`src/verilog/logger_config.svh`:
```
`ifndef LOGGER_CONFIG_SVH
`define LOGGER_CONFIG_SVH

// AXI address channel fields
`define LOGGER_AXI_ADDR_WIDTH 32
`define LOGGER_AXI_ID_WIDTH 8
`define LOGGER_AXI_LEN_WIDTH 8

// Log word and timestamp
`define LOGGER_DATA_WIDTH 32
`define LOGGER_TS_WIDTH 32

// Log memory geometry
`define LOGGER_WORDS_PER_ENTRY 3
`define LOGGER_ENTRIES 64
`define LOGGER_WORDS (`LOGGER_WORDS_PER_ENTRY * `LOGGER_ENTRIES)
`define LOGGER_ADDR_WIDTH 8

// Bit positions inside the metadata word, upper bits are zero
`define LOGGER_META_LEN_LSB 0
`define LOGGER_META_ID_LSB 8

`endif

```
`src/verilog/logger_pkg.sv`:
```
`include "logger_config.svh"

package logger_pkg;

  // AXI address channel fields
  typedef logic [`LOGGER_AXI_ADDR_WIDTH-1:0] axi_addr_t;
  typedef logic [`LOGGER_AXI_ID_WIDTH-1:0]   axi_id_t;
  typedef logic [`LOGGER_AXI_LEN_WIDTH-1:0]  axi_len_t;

  // One word of the log memory
  typedef logic [`LOGGER_DATA_WIDTH-1:0] log_word_t;

  // Free-running cycle count stored as word 0 of an entry
  typedef logic [`LOGGER_TS_WIDTH-1:0] timestamp_t;

  // Word address into the log memory
  typedef logic [`LOGGER_ADDR_WIDTH-1:0] log_addr_t;

  // Capture sequence, one state per word of an entry
  // IDLE also emits the timestamp word on an accept
  typedef enum logic [1:0] {
    IDLE,
    WRITE_ADDR,
    WRITE_META
  } capture_state_t;

endpackage

```
`src/verilog/log_write_if.sv`:
```
`timescale 1ns/10ps

// Word stream from the capture sequencer to the write controller
// The controller takes every offered word, so there is no ready
interface log_write_if;

  // Word offered for the log in this cycle
  logic                  wr_valid;
  logger_pkg::log_word_t wr_data;

  // Empties the log, word counter back to 0
  logic                  restart;

  // Log holds LOGGER_ENTRIES entries
  logic                  full;

  modport capture (
    output wr_valid,
    output wr_data,
    output restart,
    input  full
  );

  modport ctrl (
    input  wr_valid,
    input  wr_data,
    input  restart,
    output full
  );

endinterface

```
`src/verilog/log_write_ctrl.sv`:
```
`timescale 1ns/10ps
`include "logger_config.svh"

module log_write_ctrl (
  input  logic                  Clk_CI,
  input  logic                  rst,

  log_write_if.ctrl             wr,

  // Write port of the log memory
  output logic                  mem_wr_en,
  output logger_pkg::log_addr_t mem_wr_addr,
  output logger_pkg::log_word_t mem_wr_data
);

  // Address of the last word in the memory
  localparam logger_pkg::log_addr_t LAST_ADDR = logger_pkg::log_addr_t'(`LOGGER_WORDS - 1);

  logger_pkg::log_addr_t wr_cnt;
  logic                  full_q;
  logic                  take_word;

  // Words offered after the log filled up are ignored
  assign take_word = wr.wr_valid && !full_q && !wr.restart;

  assign wr.full = full_q;

  // Offered words go straight to the memory write port
  assign mem_wr_en   = take_word;
  assign mem_wr_addr = wr_cnt;
  assign mem_wr_data = wr.wr_data;

  // Word counter and full flag
  always_ff @(posedge Clk_CI) begin
    if (rst) begin
      wr_cnt <= '0;
      full_q <= 1'b0;
    end else if (wr.restart) begin
      wr_cnt <= '0;
      full_q <= 1'b0;
    end else if (take_word) begin
      wr_cnt <= wr_cnt + 1'b1;
      // Counter reaches LOGGER_WORDS with this word
      if (wr_cnt == LAST_ADDR) begin
        full_q <= 1'b1;
      end
    end
  end

endmodule

```
`src/flat_wrapper.sv`:
```
// flat-port wrapper written by rule: the top's interface ports become plain ports
module log_write_ctrl_flat 
  (Clk_CI, rst, mem_wr_en, mem_wr_addr, mem_wr_data, wr_wr_valid, wr_wr_data, wr_restart, wr_full);
  log_write_if wr_i ();
  input  logic Clk_CI;
  input  logic rst;
  output logic mem_wr_en;
  output logger_pkg::log_addr_t mem_wr_addr;
  output logger_pkg::log_word_t mem_wr_data;
  input wire logic [$bits(wr_i.wr_valid)-1:0] wr_wr_valid;
  input wire logic [$bits(wr_i.wr_data)-1:0] wr_wr_data;
  input wire logic [$bits(wr_i.restart)-1:0] wr_restart;
  output wire logic [$bits(wr_i.full)-1:0] wr_full;
  assign wr_i.wr_valid = wr_wr_valid;
  assign wr_i.wr_data = wr_wr_data;
  assign wr_i.restart = wr_restart;
  assign wr_full = wr_i.full;
  log_write_ctrl u_core (.Clk_CI(Clk_CI), .rst(rst), .wr(wr_i), .mem_wr_en(mem_wr_en), .mem_wr_addr(mem_wr_addr), .mem_wr_data(mem_wr_data));
endmodule
```
`config.mk`:
```
export PLATFORM = sky130hd
export DESIGN_NAME = log_write_ctrl_flat
export DESIGN_NICKNAME = d
export VERILOG_FILES = /design/src/verilog/logger_pkg.sv /design/src/verilog/log_write_if.sv /design/src/verilog/log_write_ctrl.sv /design/src/flat_wrapper.sv
export VERILOG_INCLUDE_DIRS = /design/src /design/src/verilog
export SDC_FILE = /design/constraint.sdc
export NUM_CORES = 1
export LEC_CHECK = 0
export BUFFER_PORTS_ARGS = -buffer_cell sky130_fd_sc_hd__buf_4
export CELL_PAD_IN_SITES_DETAIL_PLACEMENT = 1
export CELL_PAD_IN_SITES_GLOBAL_PLACEMENT = 1
export CORE_AREA = 2 2 77 50
export DETAILED_ROUTE_END_ITERATION = 8
export DIE_AREA = 0 0 79 52
export HOLD_SLACK_MARGIN = 0.06
export PLACE_DENSITY_LB_ADDON = 0.2
export SLEW_MARGIN = 10
export SYNTH_ARGS = -nofsm -noshare
export SYNTH_HDL_FRONTEND = slang
export SYNTH_SLANG_ARGS = --single-unit
```
`constraint.sdc`:
```
create_clock -name Clk_CI -period 1.8 [get_ports Clk_CI]
set_clock_uncertainty 0.05 [all_clocks]
set_input_delay 0 -clock Clk_CI [delete_from_list [all_inputs] [get_ports Clk_CI]]
set_output_delay 0 -clock Clk_CI [all_outputs]
set_load 0.03 [all_outputs]
```
# After elaboration in Yosys (flattened, before gate mapping)
# Cells that the tools add are included.
word_totals:
  register_bits: 9
  inputBits: 36
classes:
  n_eq_ne: 1
  add_sub_neg: 1
  n_reduce_logical: 6
ops:
  columns: ["op", "count"]
  rows:
  - ["$add A8 B1 Y8 const B", 1]
  - ["$eq A8 B8 Y1 const B", 1]
  - ["$logic_and A1 B1 Y1", 2]
  - ["$logic_not A1 Y1", 2]
  - ["$reduce_and A2 Y1", 1]
  - ["$reduce_or A2 Y1", 1]

# Logic depth before layout (Yosys ltp)
depth:
  ltp_word: 4
  depth_mapped: 4

# Worst setup path before layout
# OpenSTA, ideal clock, no wires.
synth_timing:
  kind: "flip-flop to flip-flop"
  startpoint: "register u_core.full_q, in the netlist u_core.wr.full"
  endpoint: "register u_core.wr_cnt[1], in the netlist u_core.mem_wr_addr[1]"
  stages_incl_launch_ff: 4
  slack_ps: -91
  required_time_ps: 1624
  arrival_ps: 1715
  path_cell_list: "dfxtp_1 > nor3b_1 > mux2i_1 > nor2_1"
synth_between:
  elab_chain_len: 3
synth_rtl:
  columns: ["element", "line_no", "text"]
  rows:
  - ["start: declaration", "log_write_ctrl.sv:20", "logic full_q;"]
  - ["start signal: assignment", "log_write_ctrl.sv:37", "full_q <= 1'b0;"]
  - ["start signal: assignment", "log_write_ctrl.sv:40", "full_q <= 1'b0;"]
  - ["start signal: assignment", "log_write_ctrl.sv:45", "full_q <= 1'b1;"]
  - ["$logic_not A1 Y1", "log_write_ctrl.sv:24", "assign take_word = wr.wr_valid && !full_q && !wr.restart;"]
  - ["$logic_and A1 B1 Y1 (2 in a row)", "log_write_ctrl.sv:24", null]
  - ["net mem_wr_en", "flat_wrapper.sv:7", "output logic mem_wr_en;"]
  - ["end signal: assignment", "log_write_ctrl.sv:42", "wr_cnt <= wr_cnt + 1'b1;"]
  - ["end: declaration", "log_write_ctrl.sv:19", "logger_pkg::log_addr_t wr_cnt;"]
# The timed path passes the listed nets, and every way through them passes these cells.
# A chain may end at the register's enable or synchronous reset.

# Final worst setup path
layout_timing:
  startpoint: "register u_core.full_q, in the netlist u_core.wr.full"
  endpoint: "register u_core.wr_cnt[5], in the netlist u_core.mem_wr_addr[5]"
layout_between:
  elab_chain_len: 3
layout_rtl:
  columns: ["element", "line_no"]
  rows:
  - ["$logic_not A1 Y1", "log_write_ctrl.sv:24"]
  - ["$logic_and A1 B1 Y1 (2 in a row)", "log_write_ctrl.sv:24"]
# No other way between the ends.

==> summary.txt <==
CTS
  – CTS buffer count: 3
  – Worst-path clk slew: 0.05 ns
  – Bufs on Longest Clock Path: 2
  – CTS root buf: clkbuf_8
  – Clock Latency Late Sink: 0.23 ns
  – Clk sink count: 9
  – H-tree levels: 1
  – PostCTS Resize Cnt: 0
  – Setup Fix Bufs, Post-CTS: 0
  – TritonCTS clock tree: yes

Floorplanning
  – # rows: 17
  – Core area: 3450 um^2
  – Die W: 79 um
  – Die area: 4110 um^2
  – Initial Util: 18.9%
  – Num ports: 78
  – Die Height: 52 um

Layout
  – Final non-filler cell total: 140
  – Post-route cell area: 928 um^2
  – Layout net count: 131
  – Fin util: 26.9%
  – Fillcell total: 406
  – FF+latch area: 180 um^2
  – Antenna cell count: 0
  – Layout cells sized above 1: 20.4%
  – Area delta synth->final: 42.7%
  – Most common cell after layout, fill and taps aside: dlygate4sd3_1
  – Commonest cells after routing, fill and taps aside: dlygate4sd3_1 (32), buf_4 (13), dfxtp_1 (9)
  – Multi-input gate area: 219 um^2

Synth
  – Register area share after synthesis: 27.7%
  – Mapped Area: 651 um^2
  – FF+latch count, synth: 9
  – Number of library cell types mapped by synthesis: 20
  – Cell count after synthesis: 78
  – Synthesized net count: 115
  – Warnings, synthesis: 0
  – Leading register cell type out of synthesis: dfxtp_1
  – Post-synth EDFFs: 0
  – Synth async-reset ratio: 0%
  – Syn Area/Cell: 8.34 um^2

STA
  – Final worst-path setup slack: 0.162 ns
  – RSZ-0062 raised after global routing: false
  – Min cycle time layout: 1.64 ns
  – Fmax: 0.611 GHz
  – Relative slew slack: 73.4%
  – Hold Slack: 0.0969 ns
  – Slew Limit Fails: 0
  – Final setup violation count: 0
  – Final Hold Viols: 0
  – Final period util: 91.0%
  – Setup TNS: 0 ns
  – Worst-Margin Slew: 0.396 ns

Route
  – Antenna-violating nets left: 0
  – First drt pass iteration count: 2
  – Final WL: 1.69 mm
  – Number of vias after detailed routing: 570
  – Routed WL per cell: 12.1 um
  – Number of vias per cell: 4.07
  – DR DRC count: 0
  – DR iter-0 viols: 1

Place
  – Place WS: 0.176 ns
  – Hpwl dp: 990 um
  – Final Wtd Congestion: 0.706
  – Port-buffer cells: 13
  – Area post-placement: 563 um^2
  – Placed insts: 104

Setup path
  – R2R cell count: 3
  – CP endpoint: u_core.mem_wr_addr[5]
  – RR Endpoint: u_core.mem_wr_addr[5]
  – Reg2reg setup slack: 0.16 ns
  – Critical Path Sink Type: register
  – Critical Path Source: u_core.wr.full
  – Crit Reg-Reg Startpoint: u_core.wr.full
  – CP required: 1.92 ns
  – Crit start category: register
  – Max FO, Critical Path: 11
  – Critical path arrival: 1.75 ns
  – CP Class: register to register

Run status
  – Status: completed

Global route
  – Total grt overflow: 0
  – First-pass GRT wire length: 2.32 mm
  – Antenna violations before repair: 0
  – Vias in the first global route: 484
  – Largest net degree at the start of global routing: 12
  – Total GRT Usage: 7.64%

Power and ir drop
  – Peak supply drop: 0.430 mV
  – Leak: 0.338 nW
  – PD cells: 650 nW/um^2
  – Pwr Total: 0.603 mW

Min path
  – Hold Crit Class: primary input to register

Run
  – Total of max-cap violations: 0
==> power breakdown <==
part	leakage [nW]	internal, mW	switching, mW
Combinational	0.243	0.0593	0.103
Sequential	0.0725	0.201	0.00121
Clock	0.0228	0.155	0.0844
Total	0.338	0.415	0.188
==> flip-flops by register name (all words and copies together), names as in the netlist <==
signal,cells
u_core.wr.full,1
u_core.mem_wr_addr,8
==> synth_stat cells (all sizes together) (2+ instances only) <==
cell	count	area share, %
xnor2	2	2.7
inv	2	1.2
buf	33	38
or3	3	2.9
nor2	3	1.7
nand2	3	1.7
dfxtp	9	28
o31ai	2	2.3
o21ai	3	2.3
or4	3	3.5
a21oi	6	4.6
nand4	2	1.9
==> routing by layer <==
| metal | up-vias | track usage [%] | wire length [um] |
|---|---|---|---|
| met5 | - | 0 | 0 |
| met1 | 262 | 9.21 | 708 |
| li1 | 263 | - | - |
| met2 | 45 | 11.9 | 789 |
| met4 | 0 | 2.01 | 0 |
| met3 | 0 | 4.17 | 192 |
==> how the worst min path moves through the flow <==
| stage | start | endpoint | depth (start not counted) |
|---|---|---|---|
| 2_1_floorplan | wr_restart | mem_wr_en | 1 |
| 3_3_place_gp | wr_wr_data[0] | mem_wr_data[0] | 0 |
| 6_report | wr_restart | u_core.mem_wr_addr[0] | 4 |
| 4_1_cts | wr_restart | u_core.mem_wr_addr[0] | 4 |
| 5_1_grt | rst | u_core.wr.full | 3 |
| 3_5_place_dp | wr_wr_data[0] | mem_wr_data[0] | 0 |
==> worst max-delay path: stages, from the launching register on <==
cell and delay, ns:
dfxtp_1 0.34, nand4bb_1 0.43, or4_1 0.61, a21oi_1 0.14
==> area by class of cell <==
type | instances | share of cell area, %
Tap cell | 47 | 6.33
Timing Repair Buffer | 45 | 45.0
Inverter | 2 | 0.809
Clock buffer | 4 | 4.85
Multi-Input combinational cell | 33 | 23.6
Sequential cell | 9 | 19.4
==> repair_timing <==
item	4_1_cts	5_1_grt
endpoints found under the hold margin	32	0
endpoints found under the setup margin	0	0
hold buffers	32	0
==> kinds of logic after synthesis <==
group | count (synthesis) | share of synthesized area, %
buffers and inverters | 36 | 39.4
and+or+nand+nor | 18 | 17.5
AOI/OAI and AO/OA | 11 | 9.23
DFF | 9 | 27.7
xor gates and xnor gates | 2 | 2.69
muxes | 1 | 1.54
adders and majority gates | 1 | 1.92
(Power assumes the default switching activity.)
