`src/verilog/logger_config.svh`:
```
`ifndef LOGGER_CONFIG_SVH
`define LOGGER_CONFIG_SVH

// AXI address channel fields
`define LOGGER_AXI_ADDR_WIDTH 32
`define LOGGER_AXI_ID_WIDTH 8
`define LOGGER_AXI_LEN_WIDTH 8

// Log word and timestamp
`define LOGGER_DATA_WIDTH 32
`define LOGGER_TS_WIDTH 32

// Log memory geometry
`define LOGGER_WORDS_PER_ENTRY 3
`define LOGGER_ENTRIES 64
`define LOGGER_WORDS (`LOGGER_WORDS_PER_ENTRY * `LOGGER_ENTRIES)
`define LOGGER_ADDR_WIDTH 8

// Bit positions inside the metadata word, upper bits are zero
`define LOGGER_META_LEN_LSB 0
`define LOGGER_META_ID_LSB 8

`endif

```
`src/verilog/logger_pkg.sv`:
```
`include "logger_config.svh"

package logger_pkg;

  // AXI address channel fields
  typedef logic [`LOGGER_AXI_ADDR_WIDTH-1:0] axi_addr_t;
  typedef logic [`LOGGER_AXI_ID_WIDTH-1:0]   axi_id_t;
  typedef logic [`LOGGER_AXI_LEN_WIDTH-1:0]  axi_len_t;

  // One word of the log memory
  typedef logic [`LOGGER_DATA_WIDTH-1:0] log_word_t;

  // Free-running cycle count stored as word 0 of an entry
  typedef logic [`LOGGER_TS_WIDTH-1:0] timestamp_t;

  // Word address into the log memory
  typedef logic [`LOGGER_ADDR_WIDTH-1:0] log_addr_t;

  // Capture sequence, one state per word of an entry
  // IDLE also emits the timestamp word on an accept
  typedef enum logic [1:0] {
    IDLE,
    WRITE_ADDR,
    WRITE_META
  } capture_state_t;

endpackage

```
`src/verilog/log_write_if.sv`:
```
`timescale 1ns/10ps

// Word stream from the capture sequencer to the write controller
// The controller takes every offered word, so there is no ready
interface log_write_if;

  // Word offered for the log in this cycle
  logic                  wr_valid;
  logger_pkg::log_word_t wr_data;

  // Empties the log, word counter back to 0
  logic                  restart;

  // Log holds LOGGER_ENTRIES entries
  logic                  full;

  modport capture (
    output wr_valid,
    output wr_data,
    output restart,
    input  full
  );

  modport ctrl (
    input  wr_valid,
    input  wr_data,
    input  restart,
    output full
  );

endinterface

```
`src/verilog/axi_capture_fsm.sv`:
```
`timescale 1ns/10ps
`include "logger_config.svh"

module axi_capture_fsm (
  input  logic                  Clk_CI,
  input  logic                  rst,

  // AXI address channel, observed beats
  input  logic                  axi_valid,
  output logic                  axi_ready,
  input  logger_pkg::axi_id_t   axi_id,
  input  logger_pkg::axi_addr_t axi_addr,
  input  logger_pkg::axi_len_t  axi_len,

  input  logic                  clear,

  log_write_if.capture          wr
);

  logger_pkg::capture_state_t state_q;
  logger_pkg::capture_state_t state_d;
  logger_pkg::timestamp_t     timestamp_q;
  logger_pkg::axi_addr_t      addr_q;
  logger_pkg::axi_id_t        id_q;
  logger_pkg::axi_len_t       len_q;
  logger_pkg::log_word_t      meta_word;
  logic                       accept;

  // Only take a new beat when the previous entry is complete
  assign axi_ready = (state_q == logger_pkg::IDLE) && !wr.full && !clear;
  assign accept    = axi_valid && axi_ready;

  // Clear is handled here only, the controller just sees restart
  assign wr.restart = clear;

  // Metadata word with ID and length, zero above
  always_comb begin
    meta_word = '0;
    meta_word[`LOGGER_META_ID_LSB +: `LOGGER_AXI_ID_WIDTH]   = id_q;
    meta_word[`LOGGER_META_LEN_LSB +: `LOGGER_AXI_LEN_WIDTH] = len_q;
  end

  always_comb begin
    state_d     = state_q;
    wr.wr_valid = 1'b0;
    wr.wr_data  = timestamp_q;

    if (clear) begin
      // Drop any partial entry
      state_d = logger_pkg::IDLE;
    end else begin
      case (state_q)
        logger_pkg::IDLE: begin
          if (accept) begin
            wr.wr_valid = 1'b1;
            wr.wr_data  = timestamp_q;
            state_d     = logger_pkg::WRITE_ADDR;
          end
        end
        logger_pkg::WRITE_ADDR: begin
          wr.wr_valid = 1'b1;
          wr.wr_data  = addr_q;
          state_d     = logger_pkg::WRITE_META;
        end
        logger_pkg::WRITE_META: begin
          wr.wr_valid = 1'b1;
          wr.wr_data  = meta_word;
          state_d     = logger_pkg::IDLE;
        end
        default: begin
          state_d = logger_pkg::IDLE;
        end
      endcase
    end
  end

  always_ff @(posedge Clk_CI) begin
    if (rst) begin
      state_q <= logger_pkg::IDLE;
    end else begin
      state_q <= state_d;
    end
  end

  // Timestamp runs every cycle and wraps, clear leaves it alone
  always_ff @(posedge Clk_CI) begin
    if (rst) begin
      timestamp_q <= '0;
    end else begin
      timestamp_q <= timestamp_q + 1'b1;
    end
  end

  // Beat fields held for the two words after the accept
  always_ff @(posedge Clk_CI) begin
    if (accept) begin
      addr_q <= axi_addr;
      id_q   <= axi_id;
      len_q  <= axi_len;
    end
  end

endmodule

```
`src/flat_wrapper.sv`:
```
// flat-port wrapper written by rule: the top's interface ports become plain ports
module axi_capture_fsm_flat 
  (Clk_CI, rst, axi_valid, axi_ready, axi_id, axi_addr, axi_len, clear, wr_wr_valid, wr_wr_data, wr_restart, wr_full);
  log_write_if wr_i ();
  input  logic Clk_CI;
  input  logic rst;
  input  logic axi_valid;
  output logic axi_ready;
  input  logger_pkg::axi_id_t axi_id;
  input  logger_pkg::axi_addr_t axi_addr;
  input  logger_pkg::axi_len_t axi_len;
  input  logic clear;
  output wire logic [$bits(wr_i.wr_valid)-1:0] wr_wr_valid;
  output wire logic [$bits(wr_i.wr_data)-1:0] wr_wr_data;
  output wire logic [$bits(wr_i.restart)-1:0] wr_restart;
  input wire logic [$bits(wr_i.full)-1:0] wr_full;
  assign wr_wr_valid = wr_i.wr_valid;
  assign wr_wr_data = wr_i.wr_data;
  assign wr_restart = wr_i.restart;
  assign wr_i.full = wr_full;
  axi_capture_fsm u_core (.Clk_CI(Clk_CI), .rst(rst), .axi_valid(axi_valid), .axi_ready(axi_ready), .axi_id(axi_id), .axi_addr(axi_addr), .axi_len(axi_len), .clear(clear), .wr(wr_i));
endmodule
```
`config.mk`:
```
export PLATFORM = sky130hd
export DESIGN_NAME = axi_capture_fsm_flat
export DESIGN_NICKNAME = d
export VERILOG_FILES = /design/src/verilog/logger_pkg.sv /design/src/verilog/log_write_if.sv /design/src/verilog/axi_capture_fsm.sv /design/src/flat_wrapper.sv
export VERILOG_INCLUDE_DIRS = /design/src /design/src/verilog
export SDC_FILE = /design/constraint.sdc
export NUM_CORES = 1
export LEC_CHECK = 0
export ABC_AREA = 1
export BUFFER_PORTS_ARGS = -buffer_cell sky130_fd_sc_hd__buf_2
export CORE_ASPECT_RATIO = 1.75
export CORE_MARGIN = 2
export CORE_UTILIZATION = 30
export DETAILED_ROUTE_END_ITERATION = 16
export PLACE_DENSITY = 0.57
export REMOVE_ABC_BUFFERS = 1
export SETUP_SLACK_MARGIN = 0.4
export SKIP_CTS_REPAIR_TIMING = 1
export SKIP_LAST_GASP = 1
export SYNTH_ARGS = -nofsm -noshare
export SYNTH_HDL_FRONTEND = slang
export SYNTH_SLANG_ARGS = --single-unit
```
`constraint.sdc`:
```
create_clock -name Clk_CI -period 2.72 [get_ports Clk_CI]
set_input_delay 0.68 -clock Clk_CI [delete_from_list [all_inputs] [get_ports Clk_CI]]
set_output_delay 0.68 -clock Clk_CI [all_outputs]
set_load 0.01 [all_outputs]
```
# [Word level (Yosys, flattened, before mapping)]
# Index checks and enable logic that the tools add are counted.
[totals] register_bits=82 latchBits=0 mem_bits_rw=0 romBits=0 inputBits=53 output_inout_bits=35 word_cells=24 mem_count=0
[op_classes] add_sub_neg=1 n_mul=0 div=0 magnitude_cmp=0 n_eq_ne=3 shifts=0 mux=7 bitwise_logic=0 reduce_logical=8
[op_table] operator="$pmux 32 s2" n=1
[op_table] operator="$add 32x1->32 const B" n=1
[op_table] operator="$mux 32" n=1
[op_table] operator="$pmux 2 s2" n=1
[op_table] operator="$reduce_or 2->1" n=2
[op_table] operator="$logic_and 1x1->1" n=3
[op_table] operator="$eq 2x1->1 const B" n=1
[op_table] operator="$eq 2x2->1 const B" n=1
[op_table] operator="$logic_not 1->1" n=2
[op_table] operator="$logic_not 2->1" n=1
[op_table] operator="$mux 1" n=2
[op_table] operator="$mux 2" n=1
[op_table] operator="$ne 2x1->1 const B" n=1
[op_table] operator="$pmux 1 s2" n=1

# [Logic depth before layout (Yosys ltp)]
# Gate-level depths: netlist (run 1).
[depth] depth_word=7 mapped_depth=8 depth_no_buf=8

# [Least setup slack after synthesis (run 1)]
# OpenSTA, ideal clock, no wires.
[synth_timing] path_type="in2reg" start="input wr_full" end="register u_core.addr_q[0] (enable)" setup_time_ps=402 arrival_time_ps=2121 t_required_ps=2318 path_slack_ps=197 path_stages=3 path_buffers=0 path_cell_list="nor3_1 -> nand2_1 -> inv_1"
[synth_between] elab_chain_len=4
[synth_rtl] item="from (decl)" line_no="flat_wrapper.sv:16" text="input wire logic [$bits(wr_i.full)-1:0] wr_full;"
[synth_rtl] item="$logic_not 1->1" line_no="axi_capture_fsm.sv:30" text="assign axi_ready = (state_q == logger_pkg::IDLE) && !wr.full && !clear;"
[synth_rtl] item="$logic_and 1x1->1 (2 in series)" line_no="axi_capture_fsm.sv:30"
[synth_rtl] item="$logic_and 1x1->1" line_no="axi_capture_fsm.sv:31" text="assign accept = axi_valid && axi_ready;"
[synth_rtl] item="via u_core.accept" line_no="axi_capture_fsm.sv:27" text="logic accept;"
[synth_rtl] item="to (signal assigned)" line_no="axi_capture_fsm.sv:97" text="addr_q <= axi_addr;"
[synth_rtl] item="to (decl)" line_no="axi_capture_fsm.sv:23" text="logger_pkg::axi_addr_t addr_q;"
# The timed path passes the listed nets, and every way through them passes these cells.
# A chain may end at the register's enable or synchronous reset.

# [Worst setup path after layout (run 1)]
[layout_timing] start="register u_core.state_q[0]" end="output wr_wr_data[8]"
[layout_between] elab_chain_len=3 elab_cells_between_ends=4 classes_between="eq/ne: 2; mux: 2"
[layout_rtl] item="from (decl)" line_no="axi_capture_fsm.sv:20" text="logger_pkg::capture_state_t state_q;"
[layout_rtl] item="from (signal assigned)" line_no="axi_capture_fsm.sv:79" text="state_q <= logger_pkg::IDLE;"
[layout_rtl] item="from (signal assigned)" line_no="axi_capture_fsm.sv:81" text="state_q <= state_d;"
[layout_rtl] item="$eq 2x2->1 / $eq 2x1->1 (equally long branches)" line_no="axi_capture_fsm.sv:52" text="case (state_q)"
[layout_rtl] item="$pmux 32 s2 *" line_no="axi_capture_fsm.sv:52"
[layout_rtl] item="$mux 32 *" line_no="axi_capture_fsm.sv:48" text="if (clear) begin"
[layout_rtl] item="to (decl)" line_no="flat_wrapper.sv:14" text="output wire logic [$bits(wr_i.wr_data)-1:0] wr_wr_data;"
# Mark *: on every way between the ends. The rest lies on a longest branch, timed or not.

==> summary.md, run 1 <==
| Metric | Value |
|---|---|
| Insertion delay of the later-clocked pin in the worst-skew pair | `0.34 ns` |
| Total Wirelength | `9887 µm` |
| Number of core rows | `54` |
| Vias post-DR | `3260` |
| Layout Area Growth over Synthesis | `31.72%` |
| Worst-path fanout max | `6` |
| Io pins | `88` |
| Maximum number of pins on one net before global-route repair | `46` |
| Overflow after GRT | `0` |
| Global-route wire length before repair | `15170 µm` |
| Status | `complete, no violations` |
| Critical path start-end classification | `flop to output port` |
| Starting Density | `30.64%` |
| Peak VDD IR | `0.0003042 V` |
| Slew at the pin with the worst max-slew slack | `0.3676 ns` |
| Share of the synthesized area in the top cell type | `37.63%` |
| Async set or reset register ratio after synthesis | `0%` |
| Synthesis-stage register bit count | `82` |
| Count of pins over their slew limit | `0` |
| Worst-path cell chain | `inv_4 > ha_4 > inv_4 > nor2_4 > buf_12 > buf_12 > clkinv_16 > a22oi_2 > buf_2` |
| Final setup skew | `0.008399 ns` |
| Data required, critical path | `2.04 ns` |
| CTS H-tree depth | `3` |
| Most numerous cell types in the synthesized netlist | `sky130_fd_sc_hd__nand2_1 (117), sky130_fd_sc_hd__nor2_1 (61), sky130_fd_sc_hd__edfxtp_1 (48)` |
| Max Buffers Root-to-Sink | `2` |
| Average wire per cell in the routed design | `13.81 µm` |
| Number of unique standard cell types used by synthesis | `24` |
| Clock buffer count from CTS | `9` |
| Setup repair after global routing missed its margin | `yes` |
| Fraction of layout cells with a size suffix above 1 | `27.92%` |
| Worst slew margin relative to its limit | `75.47%` |
| CTS tree | `built` |
| Largest cells by area after synthesis | `sky130_fd_sc_hd__edfxtp_1 (38%), sky130_fd_sc_hd__dfxtp_1 (18%), sky130_fd_sc_hd__nand2_1 (11%)` |
| Starting DRT DRC Count | `182` |
| Setup Viol. Count Final | `0` |
| Worst hold-check path type | `flop to flop` |
| Post-synthesis instance total | `444` |
| Number of enable-type register cells in the synthesized netlist | `48` |
| Most used standard cell by instance count after synthesis | `sky130_fd_sc_hd__nand2_1` |
| Nature of the critical path startpoint | `flop` |
| Count of nets left with antenna violations after detail routing | `0` |
| Count of placed standard cells in the final layout, fillers left out | `716` |
| Slowest stage cell on the critical path | `sky130_fd_sc_hd__dfxtp_4` |
| Post-route clock period utilization | `92.93%` |
| Max Freq | `395.6 MHz` |
| Prevailing post-synth register cell | `sky130_fd_sc_hd__edfxtp_1` |
| Power density normalized to cell area | `585.5 nW/µm²` |
| Period minus WS final | `2.528 ns` |
| Post-synthesis average cell area | `8.626 µm²` |
| Core area | `12500 µm²` |
| Signal arrival time at the worst endpoint | `1.85 ns` |
| DPL Wire Length | `6887 µm` |
| Clock Pin Slew Worst Setup and Hold Paths | `0.06 ns` |
| Final-stage net count | `603` |
| Netlist area before placement | `3830 µm²` |
| Remaining DRCs | `0` |
| Sinks on Clock Net | `82` |
| Synthesis warning total | `0` |
| Number of antenna violations at the first check in global routing | `0` |
| Root buffer selected by CTS | `sky130_fd_sc_hd__clkbuf_16` |
| Number of global-route vias before repair | `3173` |
| Register area share after synthesis | `55.41%` |
| Crit path largest cell delay | `0.37 ns` |
| Diodes inserted | `0` |
| Final total negative setup slack | `0 ns` |
| Routed via count divided by cell count | `4.553` |
| Number of buffers added on ports | `87` |
| Leak | `2.020 nW` |
| Cell taking the most area after synthesis | `sky130_fd_sc_hd__edfxtp_1` |
| Crit path capture type | `output port` |
| Final Hold Viols | `0` |
| Floorplan die area | `13720 µm²` |
| Max-cap check violation count | `0` |
| Number of iterations in the first detailed-routing pass | `4` |
| Die width | `89.41 µm` |
| Dpl cells | `690` |
| Placer's final routability congestion estimate | `0.8021` |
| Total global routing track utilization | `14.43%` |
| Die Height | `153.5 µm` |
==> placed cells by master (no fill, tap or decap), drive strengths merged <==
cell type / instances
nand2: 121
buf: 99
nor2: 74
edfxtp: 48
a21oi: 44
inv: 38
dfxtp: 34
nand3: 32
a22oi: 13
o21ai: 12
clkbuf: 10
ha: 7
clkinv: 4
nor3: 3
bufinv: 3
xor2: 2
a211oi: 1
a31oi: 1
and3: 1
clkinvlp: 1
==> worst paths after layout <==
kind	depth (start not counted)	endpoint	startpoint	slack, ns
max reg2reg	7	u_core.len_q[4]	u_core.state_q[1]	1.08
min	1	u_core.timestamp_q[0]	u_core.timestamp_q[0]	0.46
max	9	wr_wr_data[8]	u_core.state_q[0]	0.19
min reg2reg	1	u_core.timestamp_q[0]	u_core.timestamp_q[0]	0.46
==> metrics by stage <==
stage / setup slack [ns] / power, mW / area, µm² / hold WS, ns / utilization (%)
after detailed placement: 0.1079 / 1.567 / 4451 / 0.4453 / 35.61
after global placement: 0.1682 / 1.563 / 4451 / 0.4297 / 35.61
after floorplan: -0.1814 / 1.471 / 3760 / 0.4154 / -
final: 0.1924 / 2.954 / 5045 / 0.4571 / 40.36
after global routing: 0.1237 / 3.063 / 5045 / 0.4821 / 40.36
after CTS: -0.2526 / 2.949 / 4785 / 0.4552 / 38.28
==> sequential cells by signal (all words and copies together), names as in the netlist <==
register	cells
u_core.len_q	8
u_core.timestamp_q	32
u_core.addr_q	32
u_core.id_q	8
u_core.state_q	2
==> final cells by class <==
| type | instances | area (µm²) |
|---|---|---|
| clock buffer | 10 | 229.0 |
| multi-input combinational | 311 | 1572 |
| timing repair inverter | 4 | 63.81 |
| clock inverter | 6 | 105.1 |
| sequential | 82 | 2130 |
| fill | 1291 | 7455 |
| inverter | 36 | 155.1 |
| tap | 168 | 210.2 |
| timing repair buffer | 99 | 580.6 |
==> worst max-delay path, delay by kind of cell, from the launching register on <==
kind	cells	cell delay (ns)
AO/OA/AOI/OAI	1	0.16
adder cells (fa/ha/maj)	1	0.26
buffers and inverters	6	0.61
flip-flops	1	0.37
AND/OR/NAND/NOR	1	0.11
==> routing by layer <==
layer / vias to the layer above / part of all wire (%) / track usage [%]
li1: 1670 / - / -
met1: 1504 / 38 / 15.99
met2: 73 / 55 / 25.93
met3: 13 / 4.4 / 3.078
met4: 0 / 2.0 / 5.544
met5: - / 0 / 0
==> logic make-up (layout without fill, tap and decap cells) <==
logic type | Yosys count | in the layout | share of synthesized area, %
AO/OA/AOI/OAI | 71 | 71 | 10.23
flip-flops | 82 | 82 | 55.41
XOR/XNOR | 2 | 2 | 0.4575
buffers and inverters | 51 | 155 | 5.358
adder cells (fa/ha/maj) | 7 | 7 | 2.287
AND/OR/NAND/NOR | 231 | 231 | 26.27
==> power breakdown <==
part           switching, mW  total, mW  internal, mW  leakage (nW)
clock                  0.481       1.37         0.891         0.158
combinational          0.130      0.226        0.0961          1.15
sequential            0.0107       1.36          1.34         0.715
total                  0.622       2.95          2.33          2.02
No activity file was read; power rests on OpenSTA's default activity.
==> run 2: changes to the inputs <==
--- a/config.mk
+++ b/config.mk
@@ -12,6 +12,7 @@
 export CORE_MARGIN = 2
 export CORE_UTILIZATION = 30
 export DETAILED_ROUTE_END_ITERATION = 16
+export MAX_ROUTING_LAYER = met4
 export PLACE_DENSITY = 0.57
 export REMOVE_ABC_BUFFERS = 1
 export SETUP_SLACK_MARGIN = 0.4
==> run 2 against run 1 <==
Net effect: sequential power about the same; count of clock-buffer cells in the layout fell by 1; die area stayed put; cell count down 0.42%; first-iteration DRC count down 25%.
==> summary.md, run 2 (synthesized netlist as in run 1, its figures left out) <==
| Metric | Value |
|---|---|
| Crit path largest cell delay | `0.37 ns (about the same)` |
| Worst-path cell chain | `inv_4 > ha_4 > inv_2 > nor2_4 > buf_6 > inv_16 > a22oi_2 > buf_2` |
| Insertion delay of the later-clocked pin in the worst-skew pair | `0.34 ns (about the same)` |
| Max Buffers Root-to-Sink | `2 (unchanged)` |
| Number of buffers added on ports | `87 (unchanged)` |
| Most frequent standard cell in the layout excluding fill and tap cells | `sky130_fd_sc_hd__nand2_1` |
| Signal arrival time at the worst endpoint | `1.84 ns (about the same)` |
| Peak VDD IR | `0.0003095 V (+1.7%)` |
| Number of core rows | `54 (unchanged)` |
| Nature of the critical path startpoint | `flop` |
| Diodes inserted | `0 (unchanged)` |
| Final total negative setup slack | `0 ns (unchanged)` |
| Slowest stage cell on the critical path | `sky130_fd_sc_hd__dfxtp_4` |
| Launching instance or port of the critical path | `u_core.state_q[1]` |
| Total Wirelength | `10130 µm (+2.4%)` |
| Data required, critical path | `2.04 ns (about the same)` |
| Max-cap check violation count | `0 (unchanged)` |
| Commonest non-fill, non-tap cells in the layout | `sky130_fd_sc_hd__nand2_1 (117), sky130_fd_sc_hd__buf_2 (87), sky130_fd_sc_hd__nor2_1 (60)` |
| Count of pins over their slew limit | `0 (unchanged)` |
| Leak | `2.003 nW (-0.84%)` |
| Path depth of the worst reg2reg path | `7 (unchanged)` |
| Sinks on Clock Net | `82 (unchanged)` |
| Number of iterations in the first detailed-routing pass | `4 (unchanged)` |
| Floorplan die area | `13720 µm² (unchanged)` |
| Post-route clock period utilization | `92.82% (-0.11 points)` |
| Hold_sp | `u_core.timestamp_q[0]` |
| Layout Area Growth over Synthesis | `31.40%` |
| Hold path depth | `1 (unchanged)` |
| Overflow after GRT | `0 (unchanged)` |
| Slew at the pin with the worst max-slew slack | `0.7643 ns (+0.3967 ns)` |
| DPL Wire Length | `6946 µm (+0.86%)` |
| Average wire per cell in the routed design | `14.20 µm (+2.8%)` |
| Vias post-DR | `3246 (-0.43%)` |
| Count of nets left with antenna violations after detail routing | `0 (unchanged)` |
| Placer's final routability congestion estimate | `0.8160 (+1.7%)` |
| Registers with the highest flip-flop counts | `u_core.addr_q (32), u_core.timestamp_q (32)` |
| Final Hold Viols | `0 (unchanged)` |
| Power density normalized to cell area | `578.1 nW/µm² (-1.3%)` |
| CTS tree | `built` |
| Crit path capture type | `output port` |
| Global-route wire length before repair | `15070 µm (-0.69%)` |
| Period minus WS final | `2.525 ns (-0.002990 ns)` |
| Number of global-route vias before repair | `3230 (+1.8%)` |
| Flop2flop setup slack | `1.11 ns (+0.03 ns)` |
| Critical path start-end classification | `flop to output port` |
| Dpl cells | `689 (-0.14%)` |
| Worst-path fanout max | `22 (+16)` |
| Largest delay contributor family on the critical path | `buffers and inverters` |
| Max Freq | `396.1 MHz (+0.12%)` |
| Number of buffer and inverter stages on the critical path | `5 (-1)` |
| Die Height | `153.5 µm (unchanged)` |
| Routed via count divided by cell count | `4.553 (about the same)` |
| Worst flop-to-flop path startpoint | `u_core.state_q[1]` |
| Worst slew margin relative to its limit | `48.99% (-26 points)` |
| Final-stage net count | `600 (-0.50%)` |
| Core area | `12500 µm² (unchanged)` |
| Worst hold-check path type | `flop to flop` |
| Pwr Total | `2.909 mW (-1.5%)` |
| Status | `complete, no violations` |
| Setup repair after global routing missed its margin | `yes` |
| Clock Pin Slew Worst Setup and Hold Paths | `0.07 ns (about the same)` |
| Root buffer selected by CTS | `sky130_fd_sc_hd__clkbuf_16` |
| Fraction of layout cells with a size suffix above 1 | `31.01% (+3.1 points)` |
| Number of antenna violations at the first check in global routing | `0 (unchanged)` |
| Final setup skew | `0.005050 ns (-0.003349 ns)` |
| Io pins | `88 (unchanged)` |
| Setup Viol. Count Final | `0 (unchanged)` |
| Die width | `89.41 µm (unchanged)` |
| Number of gates on the worst path with buffers counted | `8 (-1)` |
| Starting DRT DRC Count | `137 (-25%)` |
| Starting Density | `30.64% (unchanged)` |
| Remaining DRCs | `0 (unchanged)` |
| Count of placed standard cells in the final layout, fillers left out | `713 (-0.42%)` |
| CTS H-tree depth | `3 (unchanged)` |
| Clock buffer count from CTS | `9 (unchanged)` |
| Maximum number of pins on one net before global-route repair | `46 (unchanged)` |
| Total global routing track utilization | `14.63% (+0.21 points)` |
-- run 2: area by class of cell --
type,instances,area (µm²)
clock buffer,9,225.2
tap,168,210.2
sequential,82,2130
clock inverter,7,100.1
inverter,36,166.4
fill,1280,7467
multi-input combinational,311,1642
timing repair buffer,97,521.8
timing repair inverter,3,37.54
-- run 2: worst paths after layout --
| path | endpoint |
|---|---|
| max | wr_wr_data[6] |
| min | u_core.timestamp_q[0] |
| max reg2reg | u_core.len_q[7] |
| min reg2reg | u_core.timestamp_q[0] |
-- run 2: worst register-to-register path: stages, from the launching register on --
cell                      delay [ns]
sky130_fd_sc_hd__dfxtp_4        0.36
sky130_fd_sc_hd__inv_4          0.08
sky130_fd_sc_hd__ha_4           0.12
sky130_fd_sc_hd__inv_1          0.05
sky130_fd_sc_hd__nor3_2         0.14
sky130_fd_sc_hd__nand2_1        0.12
sky130_fd_sc_hd__inv_2          0.07
sky130_fd_sc_hd__buf_4          0.32
-- run 2: per-stage QoR --
step                      hold WS (ns)  cell area (µm²)  utilization (%)  worst slack [ns]
after global routing            0.4685             5032            40.26            0.1291
after global placement          0.4323             4443            35.55            0.1613
after CTS                       0.4580             4768            38.15           -0.3368
final                           0.4606             5032            40.26            0.1954
after floorplan                 0.4154             3760                -           -0.1814
after detailed placement        0.4473             4443            35.55           0.03618
-- run 2: per-layer routing --
layer	up-vias	GRT usage (%)	wire (µm)	share of wire, %
li1	1666	-	-	-
met1	1502	15.24	3974	39
met2	66	26.91	5669	56
met3	12	2.160	300	3.0
met4	0	5.046	182	1.8
met5	-	-	0	0
-- run 2: report_power, final --
group | leakage, nW | internal (mW) | total (mW) | switching, mW
combinational | 1.13 | 0.0961 | 0.230 | 0.134
clock | 0.160 | 0.812 | 1.32 | 0.511
sequential | 0.715 | 1.34 | 1.36 | 0.0122
